**config.mk**
```make
export PLATFORM = sky130hd
export DESIGN_NAME = decode
export DESIGN_NICKNAME = d
export VERILOG_FILES = /design/src/common/isaPkg.sv /design/src/common/pipePkg.sv /design/src/decode/decode.sv
export SDC_FILE = /design/constraint.sdc
export NUM_CORES = 1
export LEC_CHECK = 0
export BUFFER_PORTS_ARGS = -buffer_cell sky130_fd_sc_hd__buf_2
export CAP_MARGIN = 20
export CORE_MARGIN = 5
export CORE_UTILIZATION = 30
export CTS_CLUSTER_SIZE = 25
export DETAILED_ROUTE_END_ITERATION = 7
export GPL_TIMING_DRIVEN = 1
export PLACE_DENSITY_LB_ADDON = 0.12
export REMOVE_ABC_BUFFERS = 1
export SLEW_MARGIN = 20
export SYNTH_ARGS = -nofsm -noshare
export SYNTH_HDL_FRONTEND = slang
export SYNTH_SLANG_ARGS = --single-unit
```
**constraint.sdc**
```tcl
create_clock -name clk -period 1.3 [get_ports clk]
set_input_delay 0.195 -clock clk [delete_from_list [all_inputs] [get_ports clk]]
set_output_delay 0.195 -clock clk [all_outputs]
set_load 0.01 [all_outputs]
```
**src/common/isaPkg.sv**
```systemverilog
// Instruction set definitions for the 16-bit pipelined core
// Word and register types, opcodes, field positions and memory sizes
package isaPkg;

    typedef logic [15:0] word_t;      // Data or instruction word
    typedef logic [2:0]  regAddr_t;   // One of eight registers
    typedef logic [3:0]  opcode_t;    // Kept as a vector so undefined codes stay visible
    typedef logic [7:0]  imemAddr_t;  // Word address into either memory

    // Field positions inside an instruction
    localparam int OPC_LSB = 12;
    localparam int RD_LSB  = 9;       // rd, also the stored or tested register
    localparam int RS_LSB  = 6;
    localparam int RT_LSB  = 3;

    // R-type, rd = rs op rt
    localparam opcode_t OP_ADD  = 4'd0;
    localparam opcode_t OP_SUB  = 4'd1;
    localparam opcode_t OP_AND  = 4'd2;
    localparam opcode_t OP_XOR  = 4'd3;

    // Immediate forms
    localparam opcode_t OP_ADDI = 4'd4;  // rd = rs + imm6
    localparam opcode_t OP_LBI  = 4'd5;  // rd = imm9

    // Memory access at rs + imm6
    localparam opcode_t OP_LD   = 4'd6;
    localparam opcode_t OP_ST   = 4'd7;

    // Control
    localparam opcode_t OP_BEQZ = 4'd8;  // Target is pc + 1 + imm9
    localparam opcode_t OP_HALT = 4'd15;

    localparam int IMEM_DEPTH = 256;     // Words
    localparam int DMEM_DEPTH = 256;     // Words

endpackage

```
**src/common/pipePkg.sv**
```systemverilog
// Pipeline control definitions
// ALU function codes, forwarding selects and the fetch run states
package pipePkg;

    typedef logic [1:0] aluOp_t;
    typedef logic [1:0] fwdSel_t;

    // Same order as the R-type opcodes
    localparam aluOp_t ALU_ADD = 2'd0;
    localparam aluOp_t ALU_SUB = 2'd1;
    localparam aluOp_t ALU_AND = 2'd2;
    localparam aluOp_t ALU_XOR = 2'd3;

    localparam fwdSel_t FWD_RF  = 2'd0;  // Value read in decode
    localparam fwdSel_t FWD_MEM = 2'd1;  // EX/MEM result
    localparam fwdSel_t FWD_WB  = 2'd2;  // MEM/WB result

    typedef enum logic [1:0] {
        FS_IDLE,                         // Instruction memory may be loaded
        FS_RUN,
        FS_STOPPED                       // Halted until reset
    } fetchState_t;

endpackage

```
**src/decode/decode.sv**
```systemverilog
`timescale 1ns/100ps
// Decode stage
// Splits fields, extends immediates, flags undefined opcodes
// and registers ID/EX, with bubbles on stall or flush
module decode import isaPkg::*, pipePkg::*; (
    input  logic     clk,
    input  logic     rst,
    input  word_t    ifInstr,
    input  word_t    ifPc,
    input  logic     ifValid,
    input  logic     stall,
    input  logic     flush,
    input  word_t    rfDataA, rfDataB,
    output regAddr_t rfAddrA, rfAddrB,
    output logic     exValid,
    output aluOp_t   exAluOp,
    output logic     exUseImm,
    output word_t    exImm, exPc,
    output word_t    exA, exB,
    output regAddr_t exRsA, exRsB, exRd,
    output logic     exRegWrite, exLoad, exStore,
    output logic     exBranch, exHalt, exIllegal
);

    opcode_t  opcode;
    regAddr_t rd;
    aluOp_t   aluOp;
    logic     regWrite, useImm, wideImm;
    logic     isLoad, isStore, isBranch, isHalt, illegal;
    word_t    imm;

    assign opcode  = ifInstr[OPC_LSB +: 4];
    assign rd      = ifInstr[RD_LSB +: 3];
    assign rfAddrA = ifInstr[RS_LSB +: 3];
    assign rfAddrB = (isStore || isBranch) ? rd : ifInstr[RT_LSB +: 3];  // ST data, BEQZ test

    assign imm = wideImm ? {{7{ifInstr[8]}}, ifInstr[8:0]}
                         : {{10{ifInstr[5]}}, ifInstr[5:0]};

    always_comb begin
        aluOp    = ALU_ADD;
        regWrite = 1'b0;
        useImm   = 1'b0;
        wideImm  = 1'b0;
        isLoad   = 1'b0;
        isStore  = 1'b0;
        isBranch = 1'b0;
        isHalt   = 1'b0;
        illegal  = 1'b0;
        case (opcode)
            OP_ADD, OP_SUB, OP_AND, OP_XOR: begin
                aluOp    = opcode[1:0];      // ALU codes mirror R-type opcodes
                regWrite = 1'b1;
            end
            OP_ADDI: begin
                regWrite = 1'b1;
                useImm   = 1'b1;
            end
            OP_LBI: begin
                aluOp    = ALU_AND;          // Immediate passes through AND with ones
                regWrite = 1'b1;
                useImm   = 1'b1;
                wideImm  = 1'b1;
            end
            OP_LD: begin
                regWrite = 1'b1;
                useImm   = 1'b1;
                isLoad   = 1'b1;
            end
            OP_ST: begin
                useImm   = 1'b1;
                isStore  = 1'b1;
            end
            OP_BEQZ: begin
                wideImm  = 1'b1;
                isBranch = 1'b1;
            end
            OP_HALT: isHalt = 1'b1;
            default: illegal = 1'b1;
        endcase
    end

    // ID/EX control
    always_ff @(posedge clk) begin
        if (rst || stall || flush || !ifValid) begin
            exValid    <= 1'b0;
            exRegWrite <= 1'b0;
            exLoad     <= 1'b0;
            exStore    <= 1'b0;
            exBranch   <= 1'b0;
            exHalt     <= 1'b0;
            exIllegal  <= 1'b0;
        end else begin
            exValid    <= 1'b1;
            exRegWrite <= regWrite;
            exLoad     <= isLoad;
            exStore    <= isStore;
            exBranch   <= isBranch;
            exHalt     <= isHalt;
            exIllegal  <= illegal;
        end
    end

    // ID/EX payload
    always_ff @(posedge clk) begin
        exAluOp  <= aluOp;
        exUseImm <= useImm;
        exImm    <= imm;
        exPc     <= ifPc;
        exA      <= rfDataA;
        exB      <= rfDataB;
        exRsA    <= rfAddrA;
        exRsB    <= rfAddrB;
        exRd     <= rd;
    end

endmodule

```
-- After elaboration in Yosys (flattened, before gate mapping)
Index checks and enable logic that the tools add are counted.
- bits in registers: 83
- bits of input ports: 69
- output and inout bits: 89
- logic and storage cells: 48
- equality and inequality tests: 9
- muxes and demuxes: 12
- reductions and logical operators: 11
- operator list (operator ; count):
    == test 4 x 3 -> 1 bit (second input constant) ; 4
    2-to-1 mux 16 bit ; 1
    OR reduction 10 bit ; 1
    2-to-1 mux 1 bit ; 9
    == test 4 x 2 -> 1 bit (second input constant) ; 2
    == test 4 bit (second input constant) ; 2
    OR reduction 4 bit ; 2
    OR reduction 7 bit ; 1
    == test 4 x 1 -> 1 bit (second input constant) ; 1
    logical NOT 4 bit ; 1
    logical OR 1 bit ; 4
    one-hot mux 2 bit (2 select lines) ; 1
    2-to-1 mux 3 bit ; 1
    OR reduction 2 bit ; 1
    logical NOT 1 bit ; 1

-- Logic depth before layout (Yosys ltp)
- depth in word-level cells: 4
- gate-level depth with buffers: 4
- gate-level depth less buffers: 3

-- Least setup slack after synthesis
No wires, ideal clock.
- path kind: input to output
- start: input port ifInstr[12]
- end: output port rfAddrB[0]
- arrival: 1.057 ns
- required time: 1.105 ns
- setup slack: 0.048 ns
- stages: 3
- path buffers: 0
- path through: or3b_4 > o22a_1 > o221a_1
- longest elaborated chain between the ends: 4
- elaborated cells on any way between the ends: 6
- classes of those cells: eq/ne (2); mux (3); reduce/logical (1)
- RTL lines (element ; RTL line ; text):
    from (decl) ; decode.sv:8 ; input word_t ifInstr,
    == test 4 x 3 -> 1 bit / == test 4 bit (equally long branches) ; decode.sv:50 ; case (opcode)
    2-to-1 mux 1 bit ; decode.sv:50 ;
    logical OR 1 bit (*) ; decode.sv:35 ; assign rfAddrB = (isStore || isBranch) ? rd : ifInstr[RT_LSB +: 3];
    2-to-1 mux 3 bit (*) ; decode.sv:35 ;
    to (decl) ; decode.sv:14 ; output regAddr_t rfAddrA, rfAddrB,
Every way passes the cells marked *; elsewhere a longest branch is shown, timed or not.

-- Final worst setup path
- start: input port ifInstr[14]
- end: output port rfAddrB[0]
Same word-level chain as after synthesis.

==> impl_metrics.json <==
{
  "max-slew-margin-rel_pct": 83.73,
  "synth_area_um2": 1903,
  "grt_max_degree": 14,
  "fin_area_um2": 3562,
  "cts_tree": "yes",
  "post_route_cells_drive_above_1_share_pct": 51.70,
  "setup_viol": 3,
  "seq_power_share_pct": 49.9,
  "rows": 29,
  "cts_buffers": 9,
  "io_buffers": 157,
  "first_pass_iters": 4,
  "dp_worst_setup_slack_ns": -0.2115,
  "cts_num_sinks": 76,
  "synth-seq-area-share_pct": 79.95,
  "nNetsFinal": 417,
  "drc": 0,
  "die_area_um2": 8036,
  "fmax_mhz": 686.7,
  "rsz0062_at_grt": "yes",
  "switchingPower_mw": 1.107,
  "p_leak_nw": 1.759,
  "grt_pass1_vias": 1696,
  "tightest_slew_ns": 0.2407,
  "h-tree-depth": 3,
  "place.gp.congestion": 0.6776,
  "worstSetupEndpointType": "primary output",
  "grt_use_total_pct": 13.60,
  "maxCapViolCount": 0,
  "vias": 1717,
  "clockPowerShare_pct": 38.3,
  "root_buffer": "clkbuf_8",
  "path_clk_slew_ns": 0.08,
  "antenna_cells": 0,
  "wl_per_cell_um": 13.18,
  "multi_input_area_um2": 286.5,
  "irDropWorstVdd_mv": 0.8537,
  "n_fill_cell": 527,
  "antenna_found_initial": 0,
  "critPathCapture": "rfAddrB[0]",
  "seq_area_um2": 1521,
  "drv_slew": 0,
  "die_w_um": 89.65,
  "swShare_pct": 22.28,
  "ant_nets": 0,
  "p_comb_share_pct": 11.8,
  "via_per_inst": 4.002,
  "syn_area_per_cell_um2": 14.75,
  "ios": 158,
  "period_share_pct": 112.0,
  "drtIter0Drc": 24,
  "hold_class": "in -> reg",
  "internal_power_mw": 3.862,
  "cp_max_fo": 5,
  "path_class": "in -> out",
  "violations": "negative setup slack",
  "setup.worst_path.start_class": "input port",
  "overflow": 0,
  "ys_ff_latch": 76,
  "synth.distinct_cells": 23,
  "p_total_mw": 4.969,
  "fin_hold_ws_ns": 0.03846,
  "drt-total-wl_um": 5654,
  "core_um2": 6277,
  "worstPathArrival_ns": 1.26,
  "syn_to_final_growth_pct": 87.18,
  "grt_pass1_wl_um": 7969,
  "syn_inst": 129,
  "cp.required_ns": 1.11,
  "start_util_pct": 30.32,
  "cts_buffer_depth": 2,
  "outcome": "complete, but fails checks",
  "dp_hpwl_um": 3972,
  "dpl_cell_area_um2": 2731,
  "dieHeight_um": 89.65,
  "layout_min_cycle_time_ns": 1.456,
  "cp-startpoint": "ifInstr[14]",
  "yosysWarnings": 0,
  "holdPathStages": 1,
  "fin_setup_tns_ns": -0.4439,
  "powerDensity_nw_per_um2": 1395,
  "finalHoldViolCount": 0,
  "worst_slack_ns": -0.1562
}
per-stage QoR:
step	std cells	util (%)
floorplan	115	-
detailed placement	354	43.51
global route	429	56.75
CTS	428	56.39
global placement	354	43.51
finish	429	56.75
power groups by stage:
| stage | logic (mW) | registers [mW] | clock network (mW) |
|---|---|---|---|
| after floorplan | 0.0606 | 2.61 | 0 |
| after global placement | 0.438 | 2.53 | 0 |
| after detailed placement | 0.442 | 2.53 | 0 |
| after CTS | 0.583 | 2.48 | 1.97 |
| after global routing | 0.636 | 2.49 | 2.08 |
| final | 0.586 | 2.48 | 1.90 |
cell usage in the layout, fill, tap and decap left out, types with 2 or more instances in the layout:
master / synthesis / routed
buf_6: 0 / 3
mux2_1: 3 / 3
buf_4: 10 / 6
o221a_1: 3 / 3
o22a_1: 3 / 3
clkbuf_8: 0 / 9
buf_2: 1 / 154
dfxtp_1: 76 / 76
nor3_1: 3 / 3
clkinv_4: 0 / 2
dlygate4sd3_1: 0 / 59
o21ai_0: 2 / 2
bufinv_16: 0 / 2
nor2_1: 6 / 6
and3_1: 3 / 3
nor4bb_1: 3 / 3
nand2_1: 3 / 3
critical path, stage by stage:
cell	delay, ns
buf_6	0.09
or3b_4	0.42
o22a_1	0.20
o221a_1	0.21
buf_2	0.15
worst min path at each step:
stage                     from               end  slack [ns]
floorplan           rfDataA[0]    exA[0]$_DFF_P_        0.22
global placement       ifPc[5]   exPc[5]$_DFF_P_        0.30
detailed placement  rfDataA[5]    exA[5]$_DFF_P_        0.30
CTS                 ifInstr[9]   exRd[0]$_DFF_P_       -0.01
global route        ifInstr[5]  exImm[5]$_DFF_P_        0.03
finish              ifInstr[5]  exImm[5]$_DFF_P_        0.04
synthesized netlist by cell type, drive strengths merged:
cell type | count | share of area, %
clkbuf | 3 | 0.59
nor3 | 3 | 0.79
mux2 | 4 | 2.4
nand3b | 1 | 0.39
nand2 | 3 | 0.59
dfxtp | 76 | 80
nor4b | 1 | 0.79
o21ai | 3 | 0.79
o22a | 3 | 1.4
buf | 11 | 4.2
nand3 | 1 | 0.26
nor2b | 1 | 0.33
nor2 | 6 | 1.2
nor3b | 1 | 0.39
inv | 1 | 0.20
and3 | 3 | 0.99
or3b | 1 | 0.59
nor4bb | 3 | 1.6
a21oi | 1 | 0.85
o221a | 3 | 1.8
area by class of cell:
cell class | count | share of cell area, %
Sequential cell | 76 | 42.71
Timing Repair Buffer | 222 | 40.43
Multi-Input combinational cell | 38 | 8.044
Clock buffer | 9 | 3.477
Tap cell | 77 | 2.705
Clock inverter | 6 | 2.529
Inverter | 1 | 0.1054
sequential cells by signal (all words and copies together) (netlist names):
signal	count
exIllegal	1
exValid	1
exHalt	1
exA	16
exUseImm	1
exAluOp	2
exLoad	1
exRegWrite	1
exImm	9
exRsB	3
exPc	16
exStore	1
exRd	3
exBranch	1
exB	16
exRsA	3
per-layer routing:
metal  share of wire (%)  wire length, um  track usage (%)  vias to the layer above
met1                  34             1918            13.93                      758
met4                 1.9              106            5.819                        0
met3                  14              790            6.387                       12
li1                    -                -                -                      857
met5                   0                0                0                        -
met2                  50             2839            23.67                       90
repair_timing:
item                                    in CTS  in global routing
gates resized for setup                      1                  3
buffers inserted                             1                  0
endpoints found under the setup margin       3                  3
pin swaps                                    6                  2
hold buffers                                58                  1
cloned                                       0                  0
endpoints found under the hold margin       59                  1
cells by family after synthesis:
family          count (synthesis)  synth area share (%)
compound gates                 10                 4.800
buf+inv                        15                 4.996
flops                          76                 79.95
mux                             4                 2.367
simple gates                   24                 7.889
Note: power is estimated with default switching activity, not from simulation.
