===== src/common/isaPkg.sv =====
// Instruction set definitions for the 16-bit pipelined core
// Word and register types, opcodes, field positions and memory sizes
package isaPkg;

    typedef logic [15:0] word_t;      // Data or instruction word
    typedef logic [2:0]  regAddr_t;   // One of eight registers
    typedef logic [3:0]  opcode_t;    // Kept as a vector so undefined codes stay visible
    typedef logic [7:0]  imemAddr_t;  // Word address into either memory

    // Field positions inside an instruction
    localparam int OPC_LSB = 12;
    localparam int RD_LSB  = 9;       // rd, also the stored or tested register
    localparam int RS_LSB  = 6;
    localparam int RT_LSB  = 3;

    // R-type, rd = rs op rt
    localparam opcode_t OP_ADD  = 4'd0;
    localparam opcode_t OP_SUB  = 4'd1;
    localparam opcode_t OP_AND  = 4'd2;
    localparam opcode_t OP_XOR  = 4'd3;

    // Immediate forms
    localparam opcode_t OP_ADDI = 4'd4;  // rd = rs + imm6
    localparam opcode_t OP_LBI  = 4'd5;  // rd = imm9

    // Memory access at rs + imm6
    localparam opcode_t OP_LD   = 4'd6;
    localparam opcode_t OP_ST   = 4'd7;

    // Control
    localparam opcode_t OP_BEQZ = 4'd8;  // Target is pc + 1 + imm9
    localparam opcode_t OP_HALT = 4'd15;

    localparam int IMEM_DEPTH = 256;     // Words
    localparam int DMEM_DEPTH = 256;     // Words

endpackage


===== src/decode/regFile.sv =====
`timescale 1ns/100ps
// Register file
// Eight 16-bit registers, two combinational reads, one write port;
// a write in the same cycle is returned on a matching read
module regFile import isaPkg::*; (
    input  logic     clk,
    input  logic     rst,
    input  regAddr_t addrA,
    input  regAddr_t addrB,
    input  logic     wrEn,
    input  regAddr_t wrAddr,
    input  word_t    wrData,
    output word_t    dataA,
    output word_t    dataB
);

    word_t regs [8];

    always_ff @(posedge clk) begin
        if (rst) begin
            for (int i = 0; i < 8; i++) begin
                regs[i] <= '0;
            end
        end else if (wrEn) begin
            regs[wrAddr] <= wrData;
        end
    end

    // Write-through so writeback needs no extra forwarding path
    assign dataA = (wrEn && wrAddr == addrA) ? wrData : regs[addrA];
    assign dataB = (wrEn && wrAddr == addrB) ? wrData : regs[addrB];

endmodule


===== config.mk =====
export PLATFORM = sky130hd
export DESIGN_NAME = regFile
export DESIGN_NICKNAME = d
export VERILOG_FILES = /design/src/common/isaPkg.sv /design/src/decode/regFile.sv
export SDC_FILE = /design/constraint.sdc
export NUM_CORES = 1
export LEC_CHECK = 0
export ABC_AREA = 0
export BUFFER_PORTS_ARGS = -buffer_cell sky130_fd_sc_hd__buf_4
export CORE_MARGIN = 8
export CORE_UTILIZATION = 55
export DETAILED_ROUTE_END_ITERATION = 8
export PLACE_DENSITY = 0.74
export SLEW_MARGIN = 25
export SYNTH_ARGS = -nofsm -noshare
export SYNTH_HDL_FRONTEND = slang
export SYNTH_SLANG_ARGS = --single-unit
export TNS_END_PERCENT = 20

===== constraint.sdc =====
create_clock -name clk -period 2.05 [get_ports clk]
set_input_delay 0.1025 -clock clk [delete_from_list [all_inputs] [get_ports clk]]
set_output_delay 0.1025 -clock clk [all_outputs]
set_load 0.03 [all_outputs]

Word-level counts from Yosys, hierarchy flattened
Memories as Yosys holds them, arrays and structs flattened.
Cells that the tools add are included.
W data, S select, Z words.
{ "word_totals": {"reg_bits": 0, "ram_bits": 128, "inputBits": 28, "out_inout_bits": 32, "elab_cells": 16, "memories": 1} }
{ "op_classes": {"n_eq_ne": 2, "muxes": 10, "reduce_logical": 3} }
{ "mem_list": {"columns": ["name", "depth", "width", "rd", "rd_clocked_by_memory_dff", "write_ports", "line", "text"], "rows": [
  ["regs", 8, 16, 2, 0, 8, "regFile.sv:17", "word_t regs [8];"]
]} }
{ "op_table": {"columns": ["operator", "count"], "rows": [
  ["$mux W16", 3],
  ["$reduce_or A16 Y1", 1],
  ["$eq A3 B3 Y1", 2],
  ["$mux W1", 6],
  ["$mux W3", 1],
  ["$logic_and A1 B1 Y1", 2]
]} }

Logic depth before layout (Yosys ltp)
Gate-level depths: netlist (run 1).
{ "logic_depth": {"ltp_word": 5, "depth_mapped": 6} }

Worst setup path before layout (run 1)
No wires, ideal clock.
{ "synth_timing": {"path_type": "in2out", "startpoint": "input addrA[1]", "endpoint": "output dataA[11]", "arrival_ps": 1520, "t_required_ps": 1947, "path_slack_ps": 427, "stages": 5, "cell_sequence": "clkbuf_1 clkbuf_1 mux4_2 mux2_2 mux2_4"} }
{ "synth_via": {"elab_chain_len": 3, "elab_cells_between_ends": 4} }
{ "synth_rtl": {"columns": ["element", "line", "text"], "rows": [
  ["start, declared", "regFile.sv:8", "input regAddr_t addrA,"],
  ["parallel branches: the longest is 2 deep, another holds $mem_v2 Z8 W16", null, null],
  ["$mux W16 (*)", "regFile.sv:30", "assign dataA = (wrEn && wrAddr == addrA) ? wrData : regs[addrA];"],
  ["end, declared", "regFile.sv:13", "output word_t dataA,"]
]} }
Every way passes the cells marked *.

==> flow_summary.json, run 1 <==
{
  "area.growth.synth_to_final_pct": 18.3,
  "synth_area_per_cell_sq_um": 16.7,
  "yosysWarnings": 0,
  "n_antenna_cell": 0,
  "drv_cap": 0,
  "drt-pass1-iter-count": 5,
  "regMostFlops": "regs",
  "outcome": "finished, violations left",
  "wl_met3_microns": 1610,
  "vias": 4381,
  "start_util_pct": 56.3,
  "port_buffers": 59,
  "crit_end": "dataB[12]",
  "routed.top_layer": "met4",
  "synth.distinct_cells": 20,
  "pwr-share-seq_pct": 41.4,
  "fill_cells": 942,
  "required_ps": 1950,
  "antenna_found_initial": 0,
  "die_w_microns": 132,
  "ant_nets": 0,
  "power.density_nw_per_um2": 860,
  "met1Wirelength_microns": 7200,
  "synthCells": 445,
  "synth_ff_type": "edfxtp_1",
  "largest_reg_flops": 128,
  "cp-startpoint": "regs[2][12]",
  "worst_pin_slew_ps": 545,
  "grt_pass1_wl_microns": 28500,
  "crit_path_start_kind": "flop",
  "p_clk_share_pct": 40.1,
  "hold_viol_final": 0,
  "overflow": 0,
  "cts_inserted_buffers": 17,
  "swShare_pct": 24.9,
  "htree_num_levels": 4,
  "synth_top_cell_area_share_pct": 51.6,
  "clock_path_buffers": 2,
  "setup-violations-final": 30,
  "drcViolationCount": 0,
  "critPathMaxFanout": 2,
  "multi_input_area_sq_um": 3340,
  "drive_gt1_share_pct": 47.2,
  "rsz0062_at_grt": "yes",
  "combinationalPowerShare_pct": 18.4,
  "arrival_ps": 2030,
  "syn_nets": 473,
  "dp_hpwl_microns": 11400,
  "routabilityCongestion": 0.752,
  "drtIter0Drc": 436,
  "syn_area_sq_um": 7450,
  "met2_length_microns": 9410,
  "cts.sinks": 128,
  "cts.clk_slew.worst_paths_ps": 60,
  "ys_ff_latch": 128,
  "drt-total-wl_microns": 18500,
  "dieArea_sq_um": 17500,
  "violations": "negative setup slack",
  "grt_pass1_vias": 4731,
  "cp-end-kind": "output pin",
  "fin_crit_ps": 2130,
  "synthTopCellsByCount": "128 x and2_1, 128 x edfxtp_1, 60 x mux4_1",
  "synth_edf_count": 128,
  "max_clock_freq_mhz": 469,
  "post_drt_wl_per_cell_microns": 26.3,
  "min_path_type": "input port to flop",
  "vias_per_cell": 6.22,
  "fin_hold_ws_ps": 29.5,
  "final_nets": 543,
  "p_int_mw": 5.70,
  "core-area_sq_um": 13200,
  "slew_violations": 0,
  "reg_top3": "regs x128",
  "crit_type": "flop to output pin",
  "io_pins": 60,
  "cts_tree": "yes",
  "layout_setup_ws_ps": -81.0,
  "min_period_over_period_pct": 104,
  "switchingPower_mw": 1.88,
  "ys_seq_area_share_pct": 51.6,
  "grt_max_degree": 34,
  "grt.total_usage_pct": 21.7,
  "synth_top_area_cell": "edfxtp_1",
  "max_slew_margin_pct": 63.7,
  "finish.utilization_pct": 66.6,
  "die_h_microns": 132,
  "std_cell_rows": 42,
  "post_cts_buffers": 0,
  "power.leakage_nw": 3.35,
  "vdd_drop_max_v": 0.000577,
  "clockRootBuffer": "clkbuf_16",
  "async_flop_share_pct": 0,
  "area.sequential_sq_um": 3840,
  "synth.area.top_cells": "edfxtp_1 52%, mux4_1 21%, and2_1 11%, mux2_2 8.0%, mux2_4 2.2%"
}
-- power by group through the flow --
| stage | Sequential, mW | Clock, mW | Combinational (mW) |
|---|---|---|---|
| 3_5_place_dp | 3.18 | 0 | 1.21 |
| 2_1_floorplan | 3.14 | 0 | 0.815 |
| 3_3_place_gp | 3.16 | 0 | 1.19 |
| 6_report | 3.14 | 3.04 | 1.40 |
| 5_1_grt | 3.16 | 3.16 | 1.47 |
| 4_1_cts | 3.14 | 3.06 | 1.37 |
-- cells in the final DEF, fill, tap and decap left out --
cell,synthesis,routed
buf_6,9,32
nand3b_1,1,1
nand2b_1,2,2
buf_12,0,6
nand2_1,1,1
nor3_2,1,1
or2_2,8,8
nor3_1,1,1
clkbuf_1,19,1
inv_6,0,1
nor2_1,6,6
mux4_1,60,2
clkinvlp_4,0,3
xnor2_1,6,6
bufinv_16,0,3
mux4_2,4,62
clkinv_2,0,3
clkinv_4,0,3
buf_4,1,45
edfxtp_1,128,128
or3b_2,1,1
nand4_1,2,2
clkinv_1,0,1
clkbuf_16,0,17
mux2_2,53,14
and2_1,128,128
mux2_4,11,50
-- layout make-up --
| cell class | count | area share, % |
|---|---|---|
| clock buffer | 18 | 4.87 |
| clock inverter | 14 | 1.89 |
| multi-input combinational | 285 | 37.9 |
| sequential | 128 | 43.6 |
| tap | 176 | 2.50 |
| timing repair buffer | 83 | 9.28 |
-- worst min-delay path by stage --
stage / start / end / slack [ps] / cells past startpoint
3_5_place_dp: wrData[3] / regs[4][3] / 450 / 2
5_1_grt: wrData[3] / regs[0][3] / 40 / 2
6_report: wrData[3] / regs[1][3] / 30 / 2
2_1_floorplan: wrData[0] / regs[0][0] / 300 / 1
4_1_cts: wrData[3] / regs[1][3] / 20 / 2
3_3_place_gp: wrData[3] / regs[5][3] / 440 / 2
-- metal layers --
layer / vias up / global-route usage [%]
met3: 25 / 5.19
met1: 2258 / 27.0
li1: 1860 / -
met4: 0 / 7.00
met2: 238 / 36.6
met5: - / 0
-- repair_timing --
action,4_1_cts,5_1_grt
hold buffers,0,0
endpoints found under the setup margin,32,32
gates resized for setup,110,19
-- critical path, stage by stage, from the launching register on --
cell and delay, ps:
edfxtp_1 440, mux4_2 500, mux2_4 280, mux2_4 260, buf_6 140
-- kinds of logic (layout without fill, tap and decap cells) --
group	Yosys count	after routing	share of synthesized area [%]
simple gates	151	151	12.5
buf+inv	32	115	2.62
xor+xnor	6	6	0.705
flops	128	128	51.6
mux	128	128	32.6
-- metrics by stage --
stage / setup TNS (ps) / total power, mW / instances / instance area (sq um) / setup slack, ps
after floorplan: 0 / 3.95 / 445 / 7450 / 427
after global placement: 0 / 4.35 / 672 / 8180 / 244
after detailed placement: 0 / 4.39 / 672 / 8180 / 213
after CTS: -1360 / 7.57 / 704 / 8780 / -86.6
after global routing: -2460 / 7.79 / 704 / 8820 / -116
final: -1060 / 7.58 / 704 / 8820 / -81.0
(Power assumes the default switching activity.)
==> run 2: changes to the inputs <==
CTS_BUF_LIST = sky130_fd_sc_hd__clkbuf_4 sky130_fd_sc_hd__clkbuf_8   (was not set)
==> flow_summary.json, run 2 (synthesis results as in run 1) <==
{
  "outcome": "finished, violations left",
  "violations": "negative setup slack",
  "arrival_ps": 2050,
  "drcViolationCount": 0,
  "ant_nets": 0,
  "vdd_drop_max_v": 0.000435,
  "n_antenna_cell": 0,
  "hold_depth": 2,
  "setup_tns_ps": -1940,
  "overflow": 0,
  "finish.utilization_pct": 65.9,
  "antenna_found_initial": 0,
  "drt-pass1-iter-count": 5,
  "final_cell_mix": "128 x and2_1, 128 x edfxtp_1, 62 x mux4_2",
  "combinationalPowerShare_pct": 21.0,
  "total_power_mw": 6.80,
  "clock_path_buffers": 2,
  "cts_tree": "yes",
  "drive_gt1_share_pct": 46.8,
  "hold_start": "wrData[15]",
  "rsz0062_at_grt": "yes",
  "drt-total-wl_microns": 18700,
  "cp-end-kind": "output pin",
  "required_ps": 1950,
  "largest_reg_flops": 128,
  "start_util_pct": 56.3,
  "min_period_over_period_pct": 105,
  "grt_max_degree": 34,
  "layout_setup_ws_ps": -102,
  "crit_type": "flop to output pin",
  "hold_end": "regs[5][15]",
  "clockRootBuffer": "clkbuf_8",
  "fin_crit_ps": 2150,
  "max_slew_margin_pct": 62.2,
  "placed_area_sq_um": 8180,
  "fill_cells": 954,
  "max_clock_freq_mhz": 465,
  "cts.sinks": 128,
  "hold_viol_final": 0,
  "drv_cap": 0,
  "min_path_type": "input port to flop",
  "htree_num_levels": 4,
  "die_h_microns": 132,
  "reg_top3": "regs x128",
  "grt_pass1_vias": 4737,
  "slew_violations": 0,
  "drtIter0Drc": 493,
  "dp_hpwl_microns": 11400,
  "core-area_sq_um": 13200,
  "swShare_pct": 26.2,
  "vias_per_cell": 6.25,
  "cts.clk_slew.worst_paths_ps": 80,
  "grt.total_usage_pct": 21.8,
  "power.leakage_nw": 3.32,
  "die_w_microns": 132,
  "dieArea_sq_um": 17500,
  "regMostFlops": "regs",
  "final_nets": 549,
  "design_area_sq_um": 8720,
  "critPathMaxFanout": 2,
  "p_int_mw": 5.02,
  "vias": 4434,
  "io_pins": 60,
  "p_clk_share_pct": 32.9,
  "post_drt_wl_per_cell_microns": 26.3,
  "setup-violations-final": 32,
  "cts_inserted_buffers": 17,
  "std_cell_rows": 42,
  "crit_path_start_kind": "flop",
  "switchingPower_mw": 1.78,
  "area.growth.synth_to_final_pct": 17.0,
  "power.density_nw_per_um2": 780,
  "pwr-share-seq_pct": 46.1,
  "worst_pin_slew_ps": 567,
  "port_buffers": 59,
  "routabilityCongestion": 0.752,
  "grt_pass1_wl_microns": 28700
}
[run 2: cell count changes in the layout (fill, tap and decap cells not counted), sizes merged]
cell,before,now
dlygate4sd3,0,6
[run 2: what timing repair did]
item | in CTS | in global routing
hold buffers | 6 | 0
endpoints found under the setup margin | 32 | 32
endpoints found under the hold margin | 23 | 0
resized for setup | 118 | 19
setup buffers | 0 | 0
[run 2: how the worst max path moves through the flow]
stage / startpoint / to / depth (start not counted)
detailed placement: addrB[0] / dataB[6] / 6
global route: regs[7][11] / dataA[11] / 4
floorplan: addrA[1] / dataA[11] / 5
global placement: addrB[0] / dataB[6] / 6
finish: regs[2][0] / dataB[0] / 4
CTS: regs[0][14] / dataA[14] / 4
[run 2: per-layer routing]
| metal | GRT usage (%) | part of all wire [%] | vias to the layer above |
|---|---|---|---|
| met5 | 0 | 0 | - |
| met4 | 6.44 | 1.2 | 0 |
| met3 | 5.00 | 7.1 | 24 |
| met2 | 36.8 | 52 | 238 |
| met1 | 27.3 | 40 | 2306 |
| li1 | - | - | 1866 |
[run 2: through the flow]
stage | setup WS (ps) | hold WS [ps] | cells
final | -102 | 14.2 | 710
after global routing | -149 | 3.75 | 710
after CTS | -109 | 0.579 | 710
after detailed placement | 213 | 447 | 672
after global placement | 244 | 444 | 672
after floorplan | 427 | 301 | 445
[run 2: area by class of cell]
cell class	instances	area (sq um)	area share, %
clock buffer	18	241	2.77
clock inverter	14	166	1.91
multi-input combinational	285	3370	38.7
sequential	128	3840	44.1
tap	176	220	2.52
timing repair buffer	89	878	10.1
[run 2: critical path, stage by stage (launching register included)]
cell and delay [ps]:
edfxtp_1 420, mux4_2 490, mux2_4 290, mux2_4 270, buf_6 140
[run 2: power groups by stage]
stage                     clock, mW  sequential (mW)  combinational [mW]
after floorplan                   0             3.14               0.815
after global placement            0             3.16                1.19
after detailed placement          0             3.18                1.21
after CTS                      2.25             3.13                1.40
after global routing           2.36             3.15                1.50
final                          2.24             3.14                1.43
